$ cat config.mk
export PLATFORM = sky130hd
export DESIGN_NAME = mips_core
export DESIGN_NICKNAME = d
export VERILOG_FILES = /design/src/mips_pkg.sv /design/src/instr_fetch.sv /design/src/instr_decode.sv /design/src/register_bank.sv /design/src/execute_unit.sv /design/src/data_access.sv /design/src/bus_arbiter.sv /design/src/mips_core.sv
export SDC_FILE = /design/constraint.sdc
export NUM_CORES = 2
export LEC_CHECK = 0
export BUFFER_PORTS_ARGS = -buffer_cell sky130_fd_sc_hd__buf_2
export CAP_MARGIN = 0
export CORE_ASPECT_RATIO = 1.4
export CORE_MARGIN = 5
export CORE_UTILIZATION = 45
export DETAILED_ROUTE_END_ITERATION = 10
export GPL_TIMING_DRIVEN = 1
export HOLD_SLACK_MARGIN = 0.02
export PLACE_DENSITY = 0.62
export SYNTH_ARGS = -nofsm -noshare
export SYNTH_HDL_FRONTEND = slang
export SYNTH_HIERARCHICAL = 1
export SYNTH_SLANG_ARGS = --single-unit
$ cat constraint.sdc
create_clock -name clk -period 20.3 [get_ports clk]
set_clock_uncertainty 0.2 [all_clocks]
set_input_delay 4.06 -clock clk [delete_from_list [all_inputs] [get_ports clk]]
set_output_delay 4.06 -clock clk [all_outputs]
set_load 0.05 [all_outputs]
$ cat src/mips_pkg.sv
`default_nettype none

package mips_pkg;

	localparam int data_width = 32;
	localparam int reg_addr_bits = 5;

	////////////////////////////////////////////////////////////////////
	// Instruction encodings
	////////////////////////////////////////////////////////////////////

	// Primary opcodes, instr[31:26]
	localparam logic [5:0] op_rtype = 6'h00;
	localparam logic [5:0] op_j     = 6'h02;
	localparam logic [5:0] op_beq   = 6'h04;
	localparam logic [5:0] op_bne   = 6'h05;
	localparam logic [5:0] op_addiu = 6'h09;
	localparam logic [5:0] op_andi  = 6'h0c;
	localparam logic [5:0] op_ori   = 6'h0d;
	localparam logic [5:0] op_lui   = 6'h0f;
	localparam logic [5:0] op_lw    = 6'h23;
	localparam logic [5:0] op_sw    = 6'h2b;

	// R-type function field, instr[5:0]
	localparam logic [5:0] fn_break = 6'h0d;
	localparam logic [5:0] fn_addu  = 6'h21;
	localparam logic [5:0] fn_subu  = 6'h23;
	localparam logic [5:0] fn_and   = 6'h24;
	localparam logic [5:0] fn_or    = 6'h25;
	localparam logic [5:0] fn_slt   = 6'h2a;

	////////////////////////////////////////////////////////////////////
	// Wishbone classic
	////////////////////////////////////////////////////////////////////

	typedef struct packed {
		logic                  cyc;
		logic                  stb;
		logic                  we;
		logic [31:0]           adr;
		logic [data_width-1:0] dat;
		logic [3:0]            sel;
	} wb_req_t;

	typedef struct packed {
		logic [data_width-1:0] dat;
		logic                  ack;
	} wb_rsp_t;

	////////////////////////////////////////////////////////////////////
	// Pipeline words
	////////////////////////////////////////////////////////////////////

	typedef enum logic [2:0] {
		alu_add,
		alu_sub,
		alu_and,
		alu_or,
		alu_slt,
		alu_lui
	} alu_op_e;

	typedef struct packed {
		logic                  valid;
		logic [31:0]           pc;
		logic [data_width-1:0] instr;
	} fetch_t;

	typedef struct packed {
		logic                     valid;
		logic [31:0]              pc;
		alu_op_e                  alu_op;
		logic                     use_imm;
		logic                     is_load;
		logic                     is_store;
		logic                     is_beq;
		logic                     is_bne;
		logic                     is_jump;
		logic                     is_halt;
		logic                     reg_write;
		logic [reg_addr_bits-1:0] dest;
		logic [data_width-1:0]    rs_data;
		logic [data_width-1:0]    rt_data;
		logic [data_width-1:0]    imm;
		logic [31:0]              jump_target;
	} decoded_t;

	typedef struct packed {
		logic                     en;
		logic [reg_addr_bits-1:0] addr;
		logic [data_width-1:0]    data;
	} wb_write_t;

endpackage

`default_nettype wire

$ cat src/instr_fetch.sv
`default_nettype none
`timescale 1ns/100ps

module instr_fetch (
	input  logic              clk,
	input  logic              rst_n,
	output mips_pkg::wb_req_t wb_req,
	input  mips_pkg::wb_rsp_t wb_rsp,
	input  logic              take,
	input  logic              redirect,
	input  logic [31:0]       redirect_pc,
	input  logic              halted,
	output mips_pkg::fetch_t  fetch
);

	import mips_pkg::*;

	logic        busy;
	logic        stale;
	logic        ack;
	logic        start;
	logic [31:0] start_adr;
	logic [31:0] fetch_adr;
	logic [31:0] next_pc;
	logic        buf_valid;
	logic [31:0] buf_pc;
	logic [31:0] buf_instr;

	assign ack = busy && wb_rsp.ack;

	// Next read only when the buffer will have room for it
	assign start = !busy && !halted && (!buf_valid || take || redirect);
	assign start_adr = redirect ? redirect_pc : next_pc;

	always_ff @(posedge clk or negedge rst_n) begin
		if (!rst_n) begin
			busy <= 1'b0;
			stale <= 1'b0;
			next_pc <= '0;
			buf_valid <= 1'b0;
		end else begin
			if (start) begin
				busy <= 1'b1;
				next_pc <= start_adr + 32'd4;
			end else if (redirect) begin
				next_pc <= redirect_pc;
			end

			// A read already on the bus has to finish, its word is dropped
			if (ack) begin
				busy <= 1'b0;
				stale <= 1'b0;
			end else if (busy && redirect) begin
				stale <= 1'b1;
			end

			if (redirect)
				buf_valid <= 1'b0;
			else if (ack && !stale)
				buf_valid <= 1'b1;
			else if (take)
				buf_valid <= 1'b0;
		end
	end

	always_ff @(posedge clk) begin
		if (start)
			fetch_adr <= start_adr;
		if (ack) begin
			buf_pc <= fetch_adr;
			buf_instr <= wb_rsp.dat;
		end
	end

	assign wb_req = '{cyc: busy, stb: busy, we: 1'b0, adr: fetch_adr, dat: '0, sel: 4'hf};
	assign fetch = '{valid: buf_valid, pc: buf_pc, instr: buf_instr};

endmodule

`default_nettype wire

$ cat src/instr_decode.sv
`default_nettype none
`timescale 1ns/100ps

module instr_decode (
	input  logic               clk,
	input  logic               rst_n,
	input  mips_pkg::fetch_t   fetch,
	output logic               take,
	input  logic               retire,
	input  logic               redirect,
	output logic [4:0]         rs_addr,
	output logic [4:0]         rt_addr,
	input  logic [31:0]        rs_data,
	input  logic [31:0]        rt_data,
	output mips_pkg::decoded_t decoded
);

	import mips_pkg::*;

	logic [5:0]  opcode;
	logic [5:0]  funct;
	logic [4:0]  rd;
	logic [15:0] imm16;
	logic [31:0] pc_plus4;
	decoded_t    next_dec;
	decoded_t    dec_q;
	logic        dec_valid;

	// Instruction fields
	assign opcode = fetch.instr[31:26];
	assign rs_addr = fetch.instr[25:21];
	assign rt_addr = fetch.instr[20:16];
	assign rd = fetch.instr[15:11];
	assign funct = fetch.instr[5:0];
	assign imm16 = fetch.instr[15:0];
	assign pc_plus4 = fetch.pc + 32'd4;

	// Issue only into an empty or retiring execute stage
	assign take = fetch.valid && !redirect && (!dec_valid || retire);

	always_comb begin
		next_dec = '0;
		next_dec.valid = 1'b1;
		next_dec.pc = fetch.pc;
		next_dec.alu_op = alu_add;
		next_dec.rs_data = rs_data;
		next_dec.rt_data = rt_data;
		next_dec.imm = {{16{imm16[15]}}, imm16};
		next_dec.jump_target = {pc_plus4[31:28], fetch.instr[25:0], 2'b00};

		case (opcode)
			op_rtype: begin
				next_dec.dest = rd;
				next_dec.reg_write = 1'b1;
				case (funct)
					fn_addu: next_dec.alu_op = alu_add;
					fn_subu: next_dec.alu_op = alu_sub;
					fn_and:  next_dec.alu_op = alu_and;
					fn_or:   next_dec.alu_op = alu_or;
					fn_slt:  next_dec.alu_op = alu_slt;
					fn_break: begin
						next_dec.reg_write = 1'b0;
						next_dec.is_halt = 1'b1;
					end
					// Unknown function codes run as a nop
					default: next_dec.reg_write = 1'b0;
				endcase
			end
			op_addiu, op_andi, op_ori, op_lui, op_lw: begin
				next_dec.use_imm = 1'b1;
				next_dec.reg_write = 1'b1;
				next_dec.dest = rt_addr;
				next_dec.is_load = (opcode == op_lw);
				if (opcode == op_andi || opcode == op_ori || opcode == op_lui)
					next_dec.imm = {16'h0000, imm16};
				if (opcode == op_andi)
					next_dec.alu_op = alu_and;
				else if (opcode == op_ori)
					next_dec.alu_op = alu_or;
				else if (opcode == op_lui)
					next_dec.alu_op = alu_lui;
			end
			op_sw: begin
				next_dec.use_imm = 1'b1;
				next_dec.is_store = 1'b1;
			end
			op_beq:  next_dec.is_beq = 1'b1;
			op_bne:  next_dec.is_bne = 1'b1;
			op_j:    next_dec.is_jump = 1'b1;
			default: ;
		endcase
	end

	always_ff @(posedge clk or negedge rst_n) begin
		if (!rst_n)
			dec_valid <= 1'b0;
		else if (redirect)
			dec_valid <= 1'b0;
		else if (take)
			dec_valid <= 1'b1;
		else if (retire)
			dec_valid <= 1'b0;
	end

	always_ff @(posedge clk) begin
		if (take)
			dec_q <= next_dec;
	end

	always_comb begin
		decoded = dec_q;
		decoded.valid = dec_valid;
	end

endmodule

`default_nettype wire

$ cat src/register_bank.sv
`default_nettype none
`timescale 1ns/100ps

module register_bank (
	input  logic                clk,
	input  logic                rst_n,
	input  logic [4:0]          rs_addr,
	input  logic [4:0]          rt_addr,
	output logic [31:0]         rs_data,
	output logic [31:0]         rt_data,
	input  mips_pkg::wb_write_t wr
);

	import mips_pkg::*;

	logic [data_width-1:0] regs [32];

	// Same-cycle write wins over the stored value
	assign rs_data = (rs_addr == '0) ? '0 :
		(wr.en && wr.addr == rs_addr) ? wr.data : regs[rs_addr];
	assign rt_data = (rt_addr == '0) ? '0 :
		(wr.en && wr.addr == rt_addr) ? wr.data : regs[rt_addr];

	always_ff @(posedge clk or negedge rst_n) begin
		if (!rst_n) begin
			for (int i = 0; i < 32; i++)
				regs[i] <= '0;
		end else if (wr.en && wr.addr != '0) begin
			regs[wr.addr] <= wr.data;
		end
	end

endmodule

`default_nettype wire

$ cat src/execute_unit.sv
`default_nettype none
`timescale 1ns/100ps

module execute_unit (
	input  logic                clk,
	input  logic                rst_n,
	input  mips_pkg::decoded_t  decoded,
	output logic                retire,
	output logic                redirect,
	output logic [31:0]         redirect_pc,
	output mips_pkg::wb_write_t wr,
	output logic                mem_start,
	output logic                mem_we,
	output logic [31:0]         mem_addr,
	output logic [31:0]         mem_wdata,
	input  logic                mem_done,
	input  logic [31:0]         mem_rdata,
	output logic                halted
);

	import mips_pkg::*;

	logic [31:0] operand_b;
	logic [31:0] alu_result;
	logic [31:0] branch_target;
	logic        active;
	logic        is_mem;
	logic        branch_taken;
	logic        mem_busy;
	logic        halted_q;

	////////////////////////////////////////////////////////////////////
	// ALU and branch resolution
	////////////////////////////////////////////////////////////////////

	assign operand_b = decoded.use_imm ? decoded.imm : decoded.rt_data;

	always_comb begin
		case (decoded.alu_op)
			alu_add: alu_result = decoded.rs_data + operand_b;
			alu_sub: alu_result = decoded.rs_data - operand_b;
			alu_and: alu_result = decoded.rs_data & operand_b;
			alu_or:  alu_result = decoded.rs_data | operand_b;
			alu_slt: alu_result = {31'b0, $signed(decoded.rs_data) < $signed(operand_b)};
			alu_lui: alu_result = {operand_b[15:0], 16'h0000};
			default: alu_result = '0;
		endcase
	end

	assign branch_taken = (decoded.is_beq && decoded.rs_data == decoded.rt_data) ||
		(decoded.is_bne && decoded.rs_data != decoded.rt_data);
	assign branch_target = decoded.pc + 32'd4 + {decoded.imm[29:0], 2'b00};

	////////////////////////////////////////////////////////////////////
	// Retire and memory handshake
	////////////////////////////////////////////////////////////////////

	// Nothing executes once the core has halted
	assign active = decoded.valid && !halted_q;
	assign is_mem = decoded.is_load || decoded.is_store;
	assign retire = active && (!is_mem || mem_done);

	assign redirect = retire && (branch_taken || decoded.is_jump);
	assign redirect_pc = decoded.is_jump ? decoded.jump_target : branch_target;

	assign mem_start = active && is_mem && !mem_busy;
	assign mem_we = decoded.is_store;
	assign mem_addr = alu_result;
	assign mem_wdata = decoded.rt_data;

	assign wr.en = retire && decoded.reg_write;
	assign wr.addr = decoded.dest;
	assign wr.data = decoded.is_load ? mem_rdata : alu_result;

	assign halted = halted_q || (retire && decoded.is_halt);

	always_ff @(posedge clk or negedge rst_n) begin
		if (!rst_n) begin
			mem_busy <= 1'b0;
			halted_q <= 1'b0;
		end else begin
			if (mem_start)
				mem_busy <= 1'b1;
			else if (mem_done)
				mem_busy <= 1'b0;
			if (retire && decoded.is_halt)
				halted_q <= 1'b1;
		end
	end

endmodule

`default_nettype wire

$ cat src/data_access.sv
`default_nettype none
`timescale 1ns/100ps

module data_access (
	input  logic              clk,
	input  logic              rst_n,
	input  logic              start,
	input  logic              we,
	input  logic [31:0]       addr,
	input  logic [31:0]       wdata,
	output logic              done,
	output logic [31:0]       rdata,
	output mips_pkg::wb_req_t wb_req,
	input  mips_pkg::wb_rsp_t wb_rsp
);

	import mips_pkg::*;

	logic        busy;
	logic        ack;
	logic        done_q;
	logic        we_q;
	logic [31:0] adr_q;
	logic [31:0] dat_q;
	logic [31:0] rdata_q;

	assign ack = busy && wb_rsp.ack;

	always_ff @(posedge clk or negedge rst_n) begin
		if (!rst_n) begin
			busy <= 1'b0;
			done_q <= 1'b0;
		end else begin
			done_q <= ack;
			if (start)
				busy <= 1'b1;
			else if (ack)
				busy <= 1'b0;
		end
	end

	// Request held stable for the whole transfer
	always_ff @(posedge clk) begin
		if (start) begin
			we_q <= we;
			adr_q <= addr;
			dat_q <= wdata;
		end
		if (ack)
			rdata_q <= wb_rsp.dat;
	end

	assign wb_req = '{cyc: busy, stb: busy, we: we_q, adr: adr_q, dat: dat_q, sel: 4'hf};
	assign done = done_q;
	assign rdata = rdata_q;

endmodule

`default_nettype wire

$ cat src/bus_arbiter.sv
`default_nettype none
`timescale 1ns/100ps

module bus_arbiter (
	input  logic              clk,
	input  logic              rst_n,
	input  mips_pkg::wb_req_t fetch_req,
	output mips_pkg::wb_rsp_t fetch_rsp,
	input  mips_pkg::wb_req_t data_req,
	output mips_pkg::wb_rsp_t data_rsp,
	output mips_pkg::wb_req_t bus_req,
	input  mips_pkg::wb_rsp_t bus_rsp
);

	import mips_pkg::*;

	logic locked_q;
	logic owner_q;
	logic owner_cyc;
	logic grant_data;

	// 1 selects the data master
	assign owner_cyc = owner_q ? data_req.cyc : fetch_req.cyc;

	always_comb begin
		if (locked_q && owner_cyc)
			grant_data = owner_q;
		else
			grant_data = data_req.cyc;
	end

	always_ff @(posedge clk or negedge rst_n) begin
		if (!rst_n) begin
			locked_q <= 1'b0;
			owner_q <= 1'b0;
		end else begin
			locked_q <= bus_req.cyc;
			owner_q <= grant_data;
		end
	end

	assign bus_req = grant_data ? data_req : fetch_req;

	// Ack goes to the owner only
	assign fetch_rsp.dat = bus_rsp.dat;
	assign fetch_rsp.ack = bus_rsp.ack && !grant_data;
	assign data_rsp.dat = bus_rsp.dat;
	assign data_rsp.ack = bus_rsp.ack && grant_data;

endmodule

`default_nettype wire

$ cat src/mips_core.sv
`default_nettype none
`timescale 1ns/100ps

module mips_core (
	input  logic              clk,
	input  logic              rst_n,
	output mips_pkg::wb_req_t wb_req,
	input  mips_pkg::wb_rsp_t wb_rsp,
	output logic              halted
);

	import mips_pkg::*;

	wb_req_t     fetch_bus_req;
	wb_rsp_t     fetch_bus_rsp;
	wb_req_t     data_bus_req;
	wb_rsp_t     data_bus_rsp;
	fetch_t      fetch_word;
	decoded_t    decoded;
	wb_write_t   wr;
	logic        take;
	logic        retire;
	logic        redirect;
	logic [31:0] redirect_pc;
	logic [4:0]  rs_addr;
	logic [4:0]  rt_addr;
	logic [31:0] rs_data;
	logic [31:0] rt_data;
	logic        mem_start;
	logic        mem_we;
	logic [31:0] mem_addr;
	logic [31:0] mem_wdata;
	logic        mem_done;
	logic [31:0] mem_rdata;

	////////////////////////////////////////////////////////////////////
	// Pipeline stages
	////////////////////////////////////////////////////////////////////

	instr_fetch i_instr_fetch (
		.clk(clk), .rst_n(rst_n), .wb_req(fetch_bus_req), .wb_rsp(fetch_bus_rsp),
		.take(take), .redirect(redirect), .redirect_pc(redirect_pc),
		.halted(halted), .fetch(fetch_word));

	instr_decode i_instr_decode (
		.clk(clk), .rst_n(rst_n), .fetch(fetch_word), .take(take), .retire(retire),
		.redirect(redirect), .rs_addr(rs_addr), .rt_addr(rt_addr),
		.rs_data(rs_data), .rt_data(rt_data), .decoded(decoded));

	register_bank i_register_bank (
		.clk(clk), .rst_n(rst_n), .rs_addr(rs_addr), .rt_addr(rt_addr),
		.rs_data(rs_data), .rt_data(rt_data), .wr(wr));

	execute_unit i_execute_unit (
		.clk(clk), .rst_n(rst_n), .decoded(decoded), .retire(retire),
		.redirect(redirect), .redirect_pc(redirect_pc), .wr(wr),
		.mem_start(mem_start), .mem_we(mem_we), .mem_addr(mem_addr),
		.mem_wdata(mem_wdata), .mem_done(mem_done), .mem_rdata(mem_rdata),
		.halted(halted));

	////////////////////////////////////////////////////////////////////
	// Memory side
	////////////////////////////////////////////////////////////////////

	data_access i_data_access (
		.clk(clk), .rst_n(rst_n), .start(mem_start), .we(mem_we), .addr(mem_addr),
		.wdata(mem_wdata), .done(mem_done), .rdata(mem_rdata),
		.wb_req(data_bus_req), .wb_rsp(data_bus_rsp));

	bus_arbiter i_bus_arbiter (
		.clk(clk), .rst_n(rst_n), .fetch_req(fetch_bus_req), .fetch_rsp(fetch_bus_rsp),
		.data_req(data_bus_req), .data_rsp(data_bus_rsp),
		.bus_req(wb_req), .bus_rsp(wb_rsp));

endmodule

`default_nettype wire

Word-level counts from Yosys, hierarchy flattened
Index checks and enable logic that the tools add are counted.
{ "totals": {"ff_bits": 1433, "input_bits": 35, "out_inout_bits": 72, "wordCells": 212} }
{ "op_classes": {"add_sub_neg": 6, "magnitude_cmp": 5, "eq_ne": 24, "mux": 49, "bitwise_logic": 5, "reduce_logical": 58} }
{ "op_table": {"columns": ["op", "n"], "rows": [
  ["bitwise mux 1024 bit", 1],
  ["two-way mux 32 bit", 14],
  ["binary-select mux 32 bit (select 5 bit)", 2],
  ["one-hot mux 32 bit (6 select lines)", 1],
  ["demux 32 bit (select 5 bit)", 1],
  ["adder 32 x 3 -> 32 bit (second input constant)", 3],
  ["two-way mux 71 bit", 1],
  ["adder 32 bit", 2],
  ["equality test 6 bit (second input constant)", 7],
  ["AND 32 bit", 1],
  ["equality test 32 bit", 1],
  ["less-than comparator 32 bit", 1],
  ["!= test 32 bit", 1],
  ["bitwise OR 32 bit", 1],
  ["subtractor 32 bit", 1],
  ["equality test 6 x 4 -> 1 bit (second input constant)", 5],
  ["logical AND 1 bit", 24],
  ["two-way mux 1 bit", 23],
  [">= comparator 6 bit (second input constant)", 3],
  ["NOT 5 -> 6 bit", 3],
  ["equality test 6 x 3 -> 1 bit (second input constant)", 2],
  ["one-hot mux 3 bit (4 select lines)", 1],
  ["one-hot mux 6 bit (2 select lines)", 1],
  ["equality test 5 bit", 2],
  ["other kinds (17)", 45]
]} }

Longest topological paths before layout
{ "logic_depth": {"word_depth": 13, "mapped_depth": 21, "ltp_nobuf": 20} }

Cells and area by module
The synthesis kept the hierarchy.
{ "by_module_without_submodules": {"columns": ["module", "instances", "cells_per_inst", "area_each_um2", "seq_area_each_um2"], "rows": [
  ["register_bank", 1, 4058, 55922.4, 25624.6],
  ["execute_unit", 1, 1226, 8774.7, 50.0],
  ["instr_fetch", 1, 351, 5430.2, 3758.6],
  ["instr_decode", 1, 270, 5175.0, 4319.1],
  ["data_access", 1, 110, 3037.9, 2962.8],
  ["bus_arbiter", 1, 398, 2994.1, 50.0]
]} }

Worst setup path before layout
OpenSTA, ideal clock, no wires.
{ "synth_timing": {"kind": "reg-to-reg", "startpoint": "register i_instr_decode.dec_q (netlist bit i_instr_decode/decoded[104])", "endpoint": "register i_instr_fetch.next_pc[8]", "setup_time_ns": 0.079, "t_arrival_ns": 16.467, "required_ns": 20.021, "slack_ns": 3.554, "stages_incl_launch_ff": 13, "path_buffers": 0, "synth_period_minus_slack_ns": 16.746, "path_cell_list": "edfxtp_1 -> xnor2_1 -> nand4_1 -> nor4_1 -> nand2_1 -> mux2_2 -> o21a_1 -> nor3b_1 -> nor3b_1 -> nor2_1 -> nand2_1 -> and4b_1 -> xor2_1"} }
{ "synth_via": {"elab_chain_len": 12, "elab_cells_between_ends": 16, "classes_between": "add/sub: 1; eq/ne: 2; mux: 2; reduce/logical: 11"} }
{ "synth_rtl": {"columns": ["element", "line", "rtl"], "rows": [
  ["start: declaration", "instr_decode.sv:26", "decoded_t dec_q;"],
  ["start signal: assignment", "instr_decode.sv:107", "dec_q <= next_dec;"],
  ["equality test 32 bit / != test 32 bit (equally long branches)", "execute_unit.sv:50, execute_unit.sv:51", null],
  ["logical AND 1 bit (on tied branches)", "execute_unit.sv:50, execute_unit.sv:51", null],
  ["logical OR 1 bit (*)", "execute_unit.sv:50", "assign branch_taken = (decoded.is_beq && decoded.rs_data == decoded.rt_data) ||"],
  ["logical OR 1 bit (*)", "execute_unit.sv:63", "assign redirect = retire && (branch_taken || decoded.is_jump);"],
  ["logical AND 1 bit (*)", "execute_unit.sv:63", null],
  ["named net redirect", "mips_core.sv:23", "logic redirect;"],
  ["logical NOT 1 bit (*)", "instr_decode.sv:39", "assign take = fetch.valid && !redirect && (!dec_valid || retire);"],
  ["logical AND 1 bit (*) (2 in a row)", "instr_decode.sv:39", null],
  ["named net take", "mips_core.sv:21", "logic take;"],
  ["logical OR 1 bit (*) (2 in a row)", "instr_fetch.sv:32", "assign start = !busy && !halted && (!buf_valid || take || redirect);"],
  ["logical AND 1 bit (*)", "instr_fetch.sv:32", null],
  ["named net i_instr_fetch.start", "instr_fetch.sv:21", "logic start;"],
  ["two-way mux 32 bit (*)", "instr_fetch.sv:42", "if (start) begin"],
  ["end signal: assignment", "instr_fetch.sv:44", "next_pc <= start_adr + 32'd4;"],
  ["end signal: assignment", "instr_fetch.sv:46", "next_pc <= redirect_pc;"],
  ["end: declaration", "instr_fetch.sv:24", "logic [31:0] next_pc;"]
]} }
The timed path passes the listed nets; every way through them passes the cells marked *.
A chain may end at the register's enable or synchronous reset.

==> metrics.txt <==
HPWL Detailed 183000 um; P_int 5.97 mW; clock latency on the worst-skew pair 830 ps; Synth cell types 118; Sw Ratio 0.366; RSZ-0062 raised after global routing no; Synth area leaders dfrtp_1 33%, mux2_2 15%, edfxtp_1 12%; Synth area leader dfrtp_1; Worst Tran Pin Value 1340 ps; Final nets 6325; DR vias 55701; most frequent cells in the layout 1084 x mux2_2, 1062 x dfrtp_1, 347 x mux4_2, 336 x edfxtp_1, 327 x mux2i_1; most common cell after layout, fill and taps aside mux2_2; Post-Syn Instances 6413; die area 189000 sq um; Peak VDD IR 97.3 uV; slew margin rel. 0.0989; WP data arrival 8220 ps; Multi-input gate area 40200 sq um; power per cell area 108 nW/um^2; H-tree lvl count 4; aggregate negative setup slack 0 ps; Net Sw Power 3.45 mW; post-synthesis sequential area ratio 0.452; Setup crit start kind primary input; total global routing overflow 0; number of global-route vias before repair 56774; Syn. warnings 6; die height 513 um; post-route ant nets 0; top cell type's share of synthesized area 0.328; Design Area, Final 86800 sq um; clock-pin slew on the worst setup and hold paths 60 ps; Final GP Congestion 0.962; DRT Wirelength 285000 um; Setup WS post-layout 12620 ps; Worst Hold Class reg2reg; CP Capture Type asynchronous set/reset pin; area growth from synthesis to layout 6.77%; max-cap violation count 0; clock network power share 0.287; hold_sp i_register_bank/regs[998]; max incr delay on CP 970 ps; final design utilization 0.484; Leak 38.2 nW; post_cts resized 0; largest net degree at the start of global routing 187; initial cell density of the core 0.453; DP Cell Count 8286; num rows 184; Critical R2R Capture i_instr_decode/decoded[123]; Max Slew Vio Count 0; status finished, final reports clean; r2r worst-path depth 16; Avg Vias per Cell 6.52; crit-path cells buf_8 -> buf_4 -> buf_12 -> buf_4 -> buf_4; Clock Tree Buf Depth 3; slowest CP cell buf_4; Post-CTS Hold Buffers 0; Clock Sinks 1402; Placed Instance Area 82200 sq um; Reg2Reg Setup Slack 13890 ps; setup violators final 0; Tmin final 7680 ps; data required time at the worst endpoint 20840 ps; area occupied by registers 36800 sq um; Hold Slack 195 ps; initial antenna violation count 14; critical path type in2async; Global Route Usage Sum 0.295; Post-synth EDFFs 336; fillers 15880; core area 180000 sq um; die width 369 um; crit-path max FO 157; TritonCTS clock tree done; logic gate share of total power 0.319; worst r2r src i_instr_decode/decoded[140]; hold worst-path end i_register_bank/regs[998]; layout cell share with drive strength beyond 1 0.341; DR iter-0 viols 5334; Post-Layout Cell Count 8538; clk root buf clkbuf_16; synthesized cell area 81300 sq um; total power 9.42 mW; Pre-antenna DRT Iters 8; Boundary Pins 107; Min-Delay Path Depth 0; Seq pwr share 0.395; IO buf count 106; Fmax achieved 130 MHz; Final Cycle Share 0.378; worst slack, placed 11580 ps; crit-path most repeated cell buf_4; Avg Cell Area, Syn 12.7 sq um; # DRC 0; postcts setup bufs 0; first-pass GRT wire length 406000 um; top_reg_cell synth dfrtp_1; Synth Register Bits 1402; CTS Buf Count 142; Final Hold Fails 0; ys async rst share 0.760; WL/cell 33.4 um
sequential cells by signal (all words and copies together) (netlist names):
signal                    flops
i_instr_decode/dec_valid      1
i_instr_fetch/fetch_adr      32
i_instr_fetch/busy            1
i_instr_fetch/buf_valid       1
i_execute_unit/halted_q       1
i_instr_fetch/stale           1
i_data_access/done            1
i_instr_fetch/next_pc        32
i_bus_arbiter/owner_q         1
i_data_access/busy            1
i_instr_fetch/buf_instr      32
i_instr_decode/decoded      143
i_execute_unit/mem_busy       1
i_data_access/rdata          32
i_bus_arbiter/locked_q        1
i_data_access/dat_q          32
i_register_bank/regs       1024
i_data_access/we_q            1
i_data_access/adr_q          32
i_instr_fetch/buf_pc         32
synthesized netlist by cell type, types with 119 or more instances:
| library cell | n |
|---|---|
| nor2_1 | 222 |
| mux2_2 | 1084 |
| a22oi_1 | 119 |
| buf_2 | 125 |
| mux2i_1 | 327 |
| mux4_2 | 347 |
| a21oi_1 | 178 |
| buf_4 | 220 |
| dfrtp_1 | 1066 |
| nand2_1 | 335 |
| o21ai_0 | 135 |
| edfxtp_1 | 336 |
| ha_1 | 182 |
| clkbuf_1 | 279 |
kinds of logic (layout without fill, tap and decap cells):
family,Yosys count,count (layout),synth area share
mux,1759,1759,0.287
xor+xnor,128,128,0.0138
compound gates,966,966,0.0880
flops,1402,1402,0.452
simple gates,1100,1100,0.0705
buf+inv,868,626,0.0600
fa+ha+maj,186,186,0.0289
other cells,4,46,0.000185
worst max-delay path: cells and delay by family:
kind / cells / cell delay (ps)
buffers and inverters: 5 / 3810
layer usage:
layer  routed length (um)  track usage
met1               100000        0.331
met2               140000        0.503
met3                19400       0.0549
met4                25800        0.211
met5                   42            0
power by group through the flow:
stage / clock network [mW] / registers (mW) / logic [mW]
floorplan: 0 / 3.61 / 2.21
global placement: 0 / 3.73 / 2.94
detailed placement: 0 / 3.76 / 2.97
CTS: 2.74 / 3.71 / 2.98
global route: 2.85 / 3.76 / 3.17
finish: 2.70 / 3.72 / 3.00
final cells by class:
| type | count | area share |
|---|---|---|
| clock buffer | 192 | 0.0460 |
| multi-input combinational | 4182 | 0.463 |
| tap | 2325 | 0.0335 |
| timing repair buffer | 267 | 0.0211 |
| sequential | 1402 | 0.423 |
| antenna | 3 | 0.0000864 |
| inverter | 110 | 0.00475 |
| clock inverter | 57 | 0.00792 |
worst max-delay path by stage:
stage	start	slack (ps)	to	cells after the start
finish	rst_n	12620	i_register_bank/regs[780]	5
global route	rst_n	11850	i_register_bank/regs[780]	5
CTS	rst_n	12440	i_register_bank/regs[780]	5
detailed placement	rst_n	11580	i_register_bank/regs[460]	5
global placement	rst_n	11710	i_register_bank/regs[460]	5
floorplan	i_instr_decode/decoded[104]	3550	i_instr_fetch/next_pc[8]	12
(Power assumes the default switching activity.)
